[config.mk]
export PLATFORM = sky130hd
export DESIGN_NAME = tcp_tx
export DESIGN_NICKNAME = d
export VERILOG_FILES = /design/src/tcp_tx_pkg.sv /design/src/tcp_tx.sv /design/src/tcp_frame_serializer.sv /design/src/tcp_chsum_accum.sv /design/src/tcp_opt_packer.sv
export VERILOG_INCLUDE_DIRS = /design/src
export SDC_FILE = /design/constraint.sdc
export NUM_CORES = 2
export LEC_CHECK = 0
export ABC_CLOCK_PERIOD_IN_PS = 18370
export BUFFER_PORTS_ARGS = -buffer_cell sky130_fd_sc_hd__buf_2
export CAP_MARGIN = 20
export CORE_MARGIN = 1.5
export CORE_UTILIZATION = 55
export CTS_CLUSTER_SIZE = 10
export DETAILED_ROUTE_END_ITERATION = 8
export PLACE_DENSITY = 0.77
export SYNTH_ARGS = -nofsm -noshare
export SYNTH_HDL_FRONTEND = slang
export SYNTH_SLANG_ARGS = --single-unit
[constraint.sdc]
create_clock -name clk -period 18.37 [get_ports clk]
set_input_delay 3.674 -clock clk [delete_from_list [all_inputs] [get_ports clk]]
set_output_delay 3.674 -clock clk [all_outputs]
set_load 0.005 [all_outputs]
[src/tcp_tx_params.svh]
`ifndef TCP_TX_PARAMS_SVH
`define TCP_TX_PARAMS_SVH

// payload store address width, depth is 2**TCP_TX_RAM_DEPTH bytes
`define TCP_TX_RAM_DEPTH 10

// fixed tcp header, no options
`define TCP_MIN_HDR_LEN 20

// 32-bit option words, sack blocks not supported
`define TCP_MAX_OPT_WORDS 6

// ip protocol number for the pseudo header
`define TCP_PROTO 8'd6

`endif
[src/tcp_tx_pkg.sv]
package tcp_tx_pkg;

  // option kinds as they appear in the option block
  typedef enum logic [7:0] {
    OPT_EOL       = 8'd0,
    OPT_NOP       = 8'd1,
    OPT_MSS       = 8'd2,
    OPT_WIN       = 8'd3,
    OPT_SACK_PERM = 8'd4,
    OPT_TIMESTAMP = 8'd8
  } tcp_opt_kind_e;

  // serializer fsm
  typedef enum logic [1:0] {
    IDLE,      // waiting for start
    WAIT_SUMS, // packer and accumulator still busy
    HDR,       // header and options going out
    PAYLOAD    // bytes from the store
  } tx_state_e;

  // running one's complement sum, carries kept above bit 15
  typedef logic [31:0] chsum_t;

endpackage

[src/tcp_tx.sv]
`include "tcp_tx_params.svh"

module tcp_tx import tcp_tx_pkg::*; (
  input  logic                         clk,
  input  logic                         fsm_rst,
  input  logic                         start,
  input  logic [31:0]                  src_ip,
  input  logic [31:0]                  dst_ip,
  input  logic [15:0]                  src_port,
  input  logic [15:0]                  dst_port,
  input  logic [31:0]                  seq_num,
  input  logic [31:0]                  ack_num,
  input  logic [8:0]                   flags,
  input  logic [15:0]                  win_size,
  input  logic [15:0]                  urg_ptr,
  input  logic [15:0]                  payload_length,
  input  logic [31:0]                  payload_chsum,
  input  logic                         mss_pres,
  input  logic [15:0]                  mss,
  input  logic                         win_pres,
  input  logic [7:0]                   win_scale,
  input  logic                         sack_perm_pres,
  input  logic                         ts_pres,
  input  logic [31:0]                  ts_val,
  input  logic [31:0]                  ts_ecr,
  input  logic [7:0]                   queue_data,
  output logic [`TCP_TX_RAM_DEPTH-1:0] queue_addr,
  output logic                         queue_req,
  output logic                         busy,
  output logic                         tx_v,
  output logic                         tx_sof,
  output logic                         tx_eof,
  output logic [7:0]                   tx_d
);

  logic [0:`TCP_MAX_OPT_WORDS-1][31:0] opt_block;
  logic [2:0]                          opt_words;
  chsum_t                              opt_sum;
  chsum_t                              base_sum;
  logic                                opt_done;
  logic                                sum_done;
  logic                                clear;

  tcp_opt_packer u_packer (
    .clk, .fsm_rst, .start, .clear,
    .mss_pres, .mss, .win_pres, .win_scale, .sack_perm_pres,
    .ts_pres, .ts_val, .ts_ecr,
    .opt_block, .opt_words, .opt_sum, .opt_done
  );

  tcp_chsum_accum u_accum (
    .clk, .fsm_rst, .start, .clear,
    .src_ip, .dst_ip, .src_port, .dst_port, .seq_num, .ack_num,
    .flags, .win_size, .urg_ptr, .payload_length, .payload_chsum,
    .base_sum, .sum_done
  );

  tcp_frame_serializer u_ser (
    .clk, .fsm_rst, .start, .opt_done, .sum_done,
    .opt_block, .opt_words, .opt_sum, .base_sum,
    .src_port, .dst_port, .seq_num, .ack_num, .flags, .win_size, .urg_ptr,
    .payload_length, .queue_data,
    .clear, .busy, .queue_addr, .queue_req,
    .tx_v, .tx_sof, .tx_eof, .tx_d
  );

endmodule

[src/tcp_frame_serializer.sv]
`include "tcp_tx_params.svh"

module tcp_frame_serializer import tcp_tx_pkg::*; (
  input  logic                                clk,
  input  logic                                fsm_rst,
  input  logic                                start,
  input  logic                                opt_done,
  input  logic                                sum_done,
  input  logic [0:`TCP_MAX_OPT_WORDS-1][31:0] opt_block,
  input  logic [2:0]                          opt_words,
  input  chsum_t                              opt_sum,
  input  chsum_t                              base_sum,
  input  logic [15:0]                         src_port,
  input  logic [15:0]                         dst_port,
  input  logic [31:0]                         seq_num,
  input  logic [31:0]                         ack_num,
  input  logic [8:0]                          flags,
  input  logic [15:0]                         win_size,
  input  logic [15:0]                         urg_ptr,
  input  logic [15:0]                         payload_length,
  input  logic [7:0]                          queue_data,
  output logic                                clear,
  output logic                                busy,
  output logic [`TCP_TX_RAM_DEPTH-1:0]        queue_addr,
  output logic                                queue_req,
  output logic                                tx_v,
  output logic                                tx_sof,
  output logic                                tx_eof,
  output logic [7:0]                          tx_d
);

  localparam int HDR_BYTES = `TCP_MIN_HDR_LEN + 4 * `TCP_MAX_OPT_WORDS;

  tx_state_e state;

  logic [0:HDR_BYTES-1][7:0] hdr_sr;   // byte 0 is on the wire
  logic [15:0]               chsum;
  logic                      sums_ok;  // checksum registered, header load next
  logic [16:0]               byte_cnt; // index of the byte now on tx_d
  logic [16:0]               hdr_len;
  logic [16:0]               frame_len;
  logic [3:0]                offset;
  chsum_t                    sum_all;
  logic [16:0]               fold1;
  logic [15:0]               fold2;

  assign busy = (state != IDLE);

  assign offset    = 4'(`TCP_MIN_HDR_LEN / 4) + {1'b0, opt_words};
  assign hdr_len   = 17'(`TCP_MIN_HDR_LEN) + 17'({opt_words, 2'b00});
  assign frame_len = hdr_len + 17'(payload_length);

  // end-around carry, second fold catches the carry of the first
  assign sum_all = base_sum + opt_sum;
  assign fold1   = {1'b0, sum_all[31:16]} + {1'b0, sum_all[15:0]};
  assign fold2   = fold1[15:0] + {15'h0000, fold1[16]};

  // store data lines up with the address issued a cycle earlier
  assign tx_d = (state == PAYLOAD) ? queue_data : hdr_sr[0];

  always_ff @(posedge clk) begin
    if (fsm_rst) begin
      state     <= IDLE;
      sums_ok   <= 1'b0;
      byte_cnt  <= '0;
      clear     <= 1'b0;
      queue_req <= 1'b0;
      tx_v      <= 1'b0;
      tx_sof    <= 1'b0;
      tx_eof    <= 1'b0;
    end else begin
      clear <= 1'b0; // single cycle pulse
      case (state)
        IDLE: begin
          sums_ok <= 1'b0;
          if (start) state <= WAIT_SUMS;
        end
        WAIT_SUMS: begin
          if (!sums_ok) begin
            if (opt_done && sum_done) begin
              chsum   <= ~fold2;
              sums_ok <= 1'b1;
            end
          end else begin
            // whole header plus all option slots, only hdr_len bytes go out
            hdr_sr <= {src_port, dst_port, seq_num, ack_num,
                       offset, 3'b000, flags, win_size, chsum, urg_ptr,
                       opt_block};
            queue_addr <= seq_num[`TCP_TX_RAM_DEPTH-1:0]; // wraps on store depth
            byte_cnt   <= '0;
            tx_v       <= 1'b1;
            tx_sof     <= 1'b1;
            tx_eof     <= 1'b0;
            state      <= HDR;
          end
        end
        HDR, PAYLOAD: begin
          tx_sof   <= 1'b0;
          byte_cnt <= byte_cnt + 17'd1;
          hdr_sr[0:HDR_BYTES-2] <= hdr_sr[1:HDR_BYTES-1];
          if (queue_req) queue_addr <= queue_addr + 1'b1;
          // address runs one byte ahead of the output
          queue_req <= (byte_cnt + 17'd2 >= hdr_len) && (byte_cnt + 17'd2 < frame_len);
          tx_eof    <= (byte_cnt + 17'd2 == frame_len);
          if (tx_eof) begin // last byte this cycle
            tx_v      <= 1'b0;
            tx_eof    <= 1'b0;
            queue_req <= 1'b0;
            clear     <= 1'b1;
            state     <= IDLE;
          end else if (state == HDR && byte_cnt + 17'd1 == hdr_len) begin
            state <= PAYLOAD;
          end
        end
        default: state <= IDLE;
      endcase
    end
  end

endmodule

[src/tcp_chsum_accum.sv]
`include "tcp_tx_params.svh"

module tcp_chsum_accum import tcp_tx_pkg::*; (
  input  logic        clk,
  input  logic        fsm_rst,
  input  logic        start,
  input  logic        clear,
  input  logic [31:0] src_ip,
  input  logic [31:0] dst_ip,
  input  logic [15:0] src_port,
  input  logic [15:0] dst_port,
  input  logic [31:0] seq_num,
  input  logic [31:0] ack_num,
  input  logic [8:0]  flags,
  input  logic [15:0] win_size,
  input  logic [15:0] urg_ptr,
  input  logic [15:0] payload_length,
  input  logic [31:0] payload_chsum,
  output chsum_t      base_sum,
  output logic        sum_done
);

  localparam int NWORDS = 16; // 6 pseudo header words + 10 header words

  logic [0:NWORDS-1][15:0] words;
  logic [3:0]              word_cnt;
  logic                    run;
  logic                    start_ok;
  logic [15:0]             tcp_len;

  // options add their share in the packer
  assign tcp_len = payload_length + 16'(`TCP_MIN_HDR_LEN);

  assign start_ok = start && (!(run || sum_done) || clear);

  always_ff @(posedge clk) begin
    if (fsm_rst) begin
      run      <= 1'b0;
      sum_done <= 1'b0;
      word_cnt <= '0;
      base_sum <= '0;
    end else if (start_ok) begin
      words <= {
        src_ip,                      // pseudo header
        dst_ip,
        8'h00, `TCP_PROTO,
        tcp_len,
        src_port,                    // fixed header
        dst_port,
        seq_num,
        ack_num,
        4'h0, 3'b000, flags,         // offset nibble counted by the packer
        win_size,
        16'h0000,                    // checksum slot
        urg_ptr
      };
      base_sum <= payload_chsum;     // payload already summed upstream
      word_cnt <= '0;
      run      <= 1'b1;
      sum_done <= 1'b0;
    end else if (clear) begin
      run      <= 1'b0;
      sum_done <= 1'b0;
      base_sum <= '0;
    end else if (run) begin
      base_sum <= base_sum + chsum_t'(words[0]);
      words[0:NWORDS-2] <= words[1:NWORDS-1]; // next word to the head
      word_cnt <= word_cnt + 4'd1;
      if (word_cnt == 4'(NWORDS - 1)) begin
        run      <= 1'b0;
        sum_done <= 1'b1; // holds until clear
      end
    end
  end

endmodule

[src/tcp_opt_packer.sv]
`include "tcp_tx_params.svh"

module tcp_opt_packer import tcp_tx_pkg::*; (
  input  logic                                    clk,
  input  logic                                    fsm_rst,
  input  logic                                    start,
  input  logic                                    clear,
  input  logic                                    mss_pres,
  input  logic [15:0]                             mss,
  input  logic                                    win_pres,
  input  logic [7:0]                              win_scale,
  input  logic                                    sack_perm_pres,
  input  logic                                    ts_pres,
  input  logic [31:0]                             ts_val,
  input  logic [31:0]                             ts_ecr,
  output logic [0:`TCP_MAX_OPT_WORDS-1][31:0]     opt_block,
  output logic [2:0]                              opt_words,
  output chsum_t                                  opt_sum,
  output logic                                    opt_done
);

  // one template slot per possible option word
  logic [0:`TCP_MAX_OPT_WORDS-1][31:0] proto;
  logic [0:`TCP_MAX_OPT_WORDS-1]       pres;
  logic [2:0]                          step;     // template index being looked at
  logic                                shifting;
  logic                                start_ok;
  logic [2:0]                          words_nxt;
  chsum_t                              word_term;
  chsum_t                              hdr_terms;

  // start while a segment is in flight is dropped, except on the clear cycle
  assign start_ok = start && (!(shifting || opt_done) || clear);

  assign words_nxt = opt_words + {2'b00, pres[0]};

  // both 16-bit halves of the word at the head of the template
  assign word_term = pres[0] ? chsum_t'(proto[0][31:16]) + chsum_t'(proto[0][15:0]) : '0;

  // data offset nibble lands in the top of header word 6
  // plus option share of the pseudo header length
  assign hdr_terms = chsum_t'({4'(`TCP_MIN_HDR_LEN / 4) + {1'b0, words_nxt}, 12'h000}) +
                     chsum_t'({words_nxt, 2'b00});

  always_ff @(posedge clk) begin
    if (fsm_rst) begin
      shifting  <= 1'b0;
      opt_done  <= 1'b0;
      opt_words <= '0;
      opt_sum   <= '0;
      step      <= '0;
    end else if (start_ok) begin
      // every option we may send, in wire order
      proto <= {
        {OPT_MSS, 8'd4, mss},
        {OPT_NOP, OPT_WIN, 8'd3, win_scale},
        {OPT_NOP, OPT_NOP, OPT_SACK_PERM, 8'd2},
        {OPT_NOP, OPT_NOP, OPT_TIMESTAMP, 8'd10},
        ts_val,
        ts_ecr
      };
      pres      <= {mss_pres, win_pres, sack_perm_pres, {3{ts_pres}}};
      opt_block <= '0;
      opt_words <= '0;
      opt_sum   <= '0;
      step      <= '0;
      shifting  <= 1'b1;
      opt_done  <= 1'b0;
    end else if (clear) begin // frame sent, back to idle
      shifting  <= 1'b0;
      opt_done  <= 1'b0;
      opt_words <= '0;
      opt_sum   <= '0;
    end else if (shifting) begin
      step <= step + 3'd1;
      proto[0:`TCP_MAX_OPT_WORDS-2] <= proto[1:`TCP_MAX_OPT_WORDS-1];
      pres[0:`TCP_MAX_OPT_WORDS-2]  <= pres[1:`TCP_MAX_OPT_WORDS-1];
      if (pres[0]) begin
        opt_block[opt_words] <= proto[0]; // append behind the words already packed
      end
      opt_words <= words_nxt;
      if (step == 3'(`TCP_MAX_OPT_WORDS - 1)) begin
        opt_sum  <= opt_sum + word_term + hdr_terms; // last slot, close the sum
        opt_done <= 1'b1;
        shifting <= 1'b0;
      end else begin
        opt_sum <= opt_sum + word_term;
      end
    end
  end

endmodule

Yosys cells after proc, flatten, opt, wreduce, memory -nomap -nowiden
Cells that the tools add are included.
{"block": "word_totals", "elab_cells": 234, "output_inout_bits": 23, "input_bits": 352, "register_bits": 1127}
{"block": "classes", "muxes": 53, "n_eq_ne": 14, "bitwise": 6, "n_lt_le_gt_ge": 4, "reduce_logical": 42, "n_addsub": 19}
{"operator": "two-way mux 240 bit", "count": 3}
{"operator": "one-hot mux 344 bit (2 select lines)", "count": 1}
{"operator": "two-way mux 192 bit", "count": 3}
{"operator": "two-way mux 352 bit", "count": 1}
{"operator": "two-way mux 160 bit", "count": 2}
{"operator": "bitwise mux 192 bit", "count": 1}
{"operator": "two-way mux 32 bit", "count": 6}
{"operator": "two-way mux 144 bit", "count": 1}
{"operator": "adder 32 bit", "count": 3}
{"operator": "demux 32 bit (select 3 bit)", "count": 1}
{"operator": "adder 16 x 16 -> 17 bit", "count": 2}
{"operator": "equality test 17 bit", "count": 2}
{"operator": "one-hot mux 17 bit (2 select lines)", "count": 1}
{"operator": "adder 32 x 16 -> 32 bit", "count": 1}
{"operator": "two-way mux 10 bit", "count": 2}
{"operator": "one-hot mux 10 bit (2 select lines)", "count": 1}
{"operator": "AND reduction 3 bit", "count": 6}
{"operator": "adder 16 x 5 -> 17 bit", "count": 1}
{"operator": "adder 17 x 1 -> 17 bit (second input constant)", "count": 1}
{"operator": "adder 17 x 16 -> 17 bit", "count": 1}
{"operator": "adder 17 x 2 -> 17 bit (second input constant)", "count": 1}
{"operator": ">= comparator 17 bit", "count": 1}
{"operator": "less-than comparator 17 bit", "count": 1}
{"operator": "two-way mux 17 bit", "count": 1}
{"operator": "36 further kinds", "count": 94}

Logic depth before layout (Yosys ltp)
{"block": "logic_depth", "ltp_word": 9, "mapped_depth": 33, "depth_no_buf": 33}

Modules after synthesis
Synthesis repeated with hierarchy kept, for this count alone.
{"block": "hier_totals", "hier_cells": 4814, "area_unflattened_um2": 53949.2}
{"mod": "tcp_opt_packer", "seq_area_each_um2": 12512.0, "area_per_inst_um2": 20643.5, "cells_per_inst": 1986, "n_inst": 1}
{"mod": "tcp_frame_serializer", "seq_area_each_um2": 11851.4, "area_per_inst_um2": 19906.6, "cells_per_inst": 1502, "n_inst": 1}
{"mod": "tcp_chsum_accum", "seq_area_each_um2": 8448.1, "area_per_inst_um2": 13399.1, "cells_per_inst": 1326, "n_inst": 1}

Worst setup path before layout
Ideal clock, no wire load.
{"block": "synth_path", "path_kind": "input port to flip-flop", "startpoint": "input fsm_rst", "endpoint": "register u_ser.queue_addr[0] (enable)", "path_stages": 3, "required_ns": 18.022, "arrival_time_ns": 19.335, "path_slack_ns": -1.313, "setup_time_ns": 0.348, "path_buffers": 1, "cell_sequence": "clkbuf_1 -> nor2_1 -> o21a_1"}
{"block": "synth_between", "elab_chain_cells": 2}
{"element": "from (decl)", "line_no": "tcp_tx.sv:5", "source": "input logic fsm_rst,"}
{"element": "inverter 1 bit (no source line)"}
{"element": "AND reduction 4 bit (no source line)"}
{"element": "to (signal assigned)", "line_no": "tcp_frame_serializer.sv:89", "source": "queue_addr <= seq_num[`TCP_TX_RAM_DEPTH-1:0];"}
{"element": "to (signal assigned)", "line_no": "tcp_frame_serializer.sv:101", "source": "if (queue_req) queue_addr <= queue_addr + 1'b1;"}
{"element": "to (decl)", "line_no": "tcp_frame_serializer.sv:24", "source": "output logic [`TCP_TX_RAM_DEPTH-1:0] queue_addr,"}
No other way between the ends.
A chain may end at the register's enable or synchronous reset.

Worst setup path in the final report
{"block": "layout_path", "startpoint": "input queue_data[2]", "endpoint": "output tx_d[2]"}
{"block": "layout_between", "elab_chain_cells": 1}
{"element": "from (decl)", "line_no": "tcp_tx.sv:26", "source": "input logic [7:0] queue_data,"}
{"element": "two-way mux 8 bit", "line_no": "tcp_frame_serializer.sv:59", "source": "assign tx_d = (state == PAYLOAD) ? queue_data : hdr_sr[0];"}
{"element": "to (decl)", "line_no": "tcp_tx.sv:33", "source": "output logic [7:0] tx_d"}
No other way between the ends.

==> impl_metrics.json <==
{
  "post_drt_wl_per_cell_um": 21.3,
  "die_height_um": 314,
  "slew_headroom_pct": 12.7,
  "synth_top_family_by_area": "simple AND/OR/NAND/NOR gates",
  "m1WireLength_mm": 54.1,
  "holdBufCountCts": 0,
  "netlist_top_cells_area": "edfxtp_1, nand2_1, a22o_1",
  "synth_edf_count": 1024,
  "r2r-end": "u_ser.chsum[15]",
  "timing.final.max_slew_violations": 0,
  "reg2regPathDepth": 33,
  "synth-xor-area-share_pct": 3.19,
  "reg2reg_setup_slack_ns": 10.98,
  "port_buffers": 374,
  "maxCapViolations": 0,
  "worstHoldPathCells": 0,
  "dp_hpwl_mm": 85.9,
  "final.period_utilization_pct": 42.5,
  "yosysWarnings": 0,
  "synthFlopType": "edfxtp_1",
  "ys_seq_elements": 1127,
  "rsz0062_at_grt": "no",
  "grt_pass1_wl_mm": 205,
  "path_class": "input port to output port",
  "synth_nets": 5197,
  "netlist_area_mm2": 0.0531,
  "drc_errors": 0,
  "synth_compound_area_share_pct": 13.1,
  "grt_max_degree": 233,
  "finalSetupViolCount": 0,
  "drtIter0Drc": 4940,
  "worstPathArrival_ns": 4.14,
  "synth-simple-area-share_pct": 15.4,
  "topRoutingLayerUsed": "met5",
  "instances_no_fill": 6313,
  "ir_drop_uv": 89.5,
  "worst-path-max-fanout": 1,
  "tightest_slew_ns": 1.31,
  "hold_viol": 0,
  "finalSetupTns_ns": 0,
  "final.setup_skew_ns": 0.0324,
  "grt_overflow_total": 0,
  "multi_input_area_mm2": 0.0191,
  "area_delta_synth_final_pct": 12.9,
  "syn_area_per_cell_um2": 11.3,
  "antenna_found_initial": 18,
  "postRouteAntennaNets": 0,
  "synth_top_area_share_pct": 57.9,
  "cts_tree": "built",
  "coreArea_mm2": 0.0953,
  "required_ns": 14.70,
  "layout.nets": 5474,
  "holdPathEnd": "u_ser.hdr_sr[4]",
  "path_clk_slew_ns": 0.05,
  "wl_mm": 134,
  "clock_latency_ns": 0.73,
  "seq_area_frac_synth_pct": 61.8,
  "power_density_mw_per_mm2": 99.9,
  "fin_crit_ns": 7.82,
  "clock-sinks": 1127,
  "clockBufferDepth": 3,
  "leakage_nw": 23.3,
  "rows": 113,
  "grt_usage_pct": 26.8,
  "ys_types": 90,
  "worstSetupEndpointType": "output port",
  "async_reset_ff_share_pct": 0,
  "drt-pass1-iter-count": 6,
  "startpoint_type": "input port",
  "initial_core_util_pct": 55.7,
  "met3RoutedLength_mm": 11.6,
  "fmax_ghz": 0.128,
  "postCtsSetupRepairBufs": 0,
  "dieArea_mm2": 0.0984,
  "h-tree-depth": 4,
  "yosysTopAreaCell": "edfxtp_1",
  "hp-class": "register to register",
  "clockRootBuffer": "clkbuf_16",
  "vias": 37800,
  "die_x_um": 314,
  "synth_cells": 4696,
  "worstReg2RegStart": "u_packer.opt_sum[0]",
  "seq_area_mm2": 0.0328,
  "cts-buffers-inserted": 134,
  "hp-start": "u_packer.opt_block[4]",
  "grt_pass1_vias": 35700,
  "synthAdderAreaFrac_pct": 3.61,
  "globalplace.congestion": 0.942,
  "ctsResizeCount": 0,
  "ios": 375,
  "status": "finished, final reports clean",
  "drive_gt1_share_pct": 12.6,
  "synthMuxAreaShare_pct": 0.401,
  "vias_per_cell": 5.98,
  "dr_wl_met2_mm": 63.7,
  "fill_cells": 7226,
  "placed_cells": 6098
}
-- cell usage after synthesis (62+ instances only) --
library cell / instances
dfxtp_1: 103
and2_1: 150
xor2_1: 84
edfxtp_1: 1024
nand2_1: 1253
o21ai_0: 80
ha_1: 142
a22o_1: 341
clkbuf_1: 270
nor2_1: 178
inv_1: 62
a21oi_1: 301
xnor2_1: 107
-- routing by layer --
metal	GRT usage (%)	vias up
met1	36.9	18300
li1	-	17500
met5	0	-
met4	10.1	10
met2	42.9	1698
met3	4.37	272
-- through the flow --
step | utilization (%) | hold slack, ns | cell area, µm² | setup WS (ns) | total power [W]
global placement | 58.8 | 0.429 | 56000 | 10.55 | 0.00365
CTS | 62.7 | 0.449 | 59800 | 10.55 | 0.00602
floorplan | - | 0.426 | 53100 | 1.83 | 0.00348
detailed placement | 58.8 | 0.437 | 56000 | 10.55 | 0.00367
finish | 62.9 | 0.452 | 60000 | 10.55 | 0.00599
global route | 62.9 | 0.461 | 59900 | 10.19 | 0.00620
-- state kept, by name, indices dropped and copies added (netlist names) --
| register | count |
|---|---|
| u_ser.queue_addr | 10 |
| u_accum.word_cnt | 4 |
| u_packer.opt_block | 192 |
| u_ser.tx_sof | 1 |
| u_packer.proto | 192 |
| u_packer.step | 3 |
| u_accum.base_sum | 32 |
| u_ser.byte_cnt | 17 |
| u_accum.sum_done | 1 |
| u_ser.hdr_sr | 352 |
| u_accum.run | 1 |
| u_ser.tx_eof | 1 |
| u_accum.words | 256 |
| u_ser.clear | 1 |
| u_packer.pres | 6 |
| u_ser.sums_ok | 1 |
| u_ser.state | 2 |
| u_ser.tx_v | 1 |
| u_packer.shifting | 1 |
| u_packer.opt_sum | 32 |
| u_ser.queue_req | 1 |
| u_packer.opt_words | 3 |
| u_packer.opt_done | 1 |
| u_ser.chsum | 16 |
-- cell type report --
class | instances | share of cell area [%]
Antenna cell | 22 | 0.0918
Clock buffer | 173 | 5.92
Clock inverter | 16 | 0.346
Inverter | 63 | 0.394
Multi-Input combinational cell | 3220 | 31.8
Sequential cell | 1127 | 54.7
Tap cell | 1265 | 2.64
Timing Repair Buffer | 427 | 4.03
-- cell families (layout without fill, tap and decap cells) --
family,count (synthesis),in the layout
simple gates,1882,1882
other cells,0,22
flops,1127,1127
xor+xnor,192,192
mux,20,20
compound gates,977,977
buf+inv,349,679
fa+ha+maj,149,149
-- critical path, stage by stage --
cell	delay, ns
buf_2	0.10
mux2_2	0.24
buf_2	0.13
-- placed cells by master, fill, tap and decap left out, drive strengths merged, types with 8 or more instances in the layout --
master,instances
nand2,1253
edfxtp,1024
buf,427
a22o,341
a21oi,302
nor2,178
clkbuf,173
and2,151
ha,142
xnor2,107
dfxtp,103
xor2,84
o21ai,84
inv,69
nand3,56
nor3,53
a21o,48
nand2b,42
a211oi,26
and3,25
nor2b,25
a31oi,24
nand4,24
diode,22
o21a,22
a221oi,18
a22oi,18
or3,17
o21bai,14
o211ai,14
nor4,12
mux2,10
mux2i,10
a41oi,8
or2,8
a2111oi,8
-- worst max-delay path by stage --
stage                   startpoint                  to
2_1_floorplan              fsm_rst  u_accum.words[100]
3_3_place_gp         queue_data[7]             tx_d[7]
3_5_place_dp         queue_data[2]             tx_d[2]
4_1_cts              queue_data[2]             tx_d[2]
5_1_grt        u_packer.opt_sum[0]     u_ser.chsum[15]
6_report             queue_data[2]             tx_d[2]
-- power breakdown --
group | switching (W) | internal (W) | total [W] | leakage, nW
clock | 0.000985 | 0.00137 | 0.00236 | 1.82
combinational | 0.000386 | 0.000229 | 0.000615 | 11.0
sequential | 0.0000789 | 0.00294 | 0.00302 | 10.5
Power figures use the tool's default switching activity.
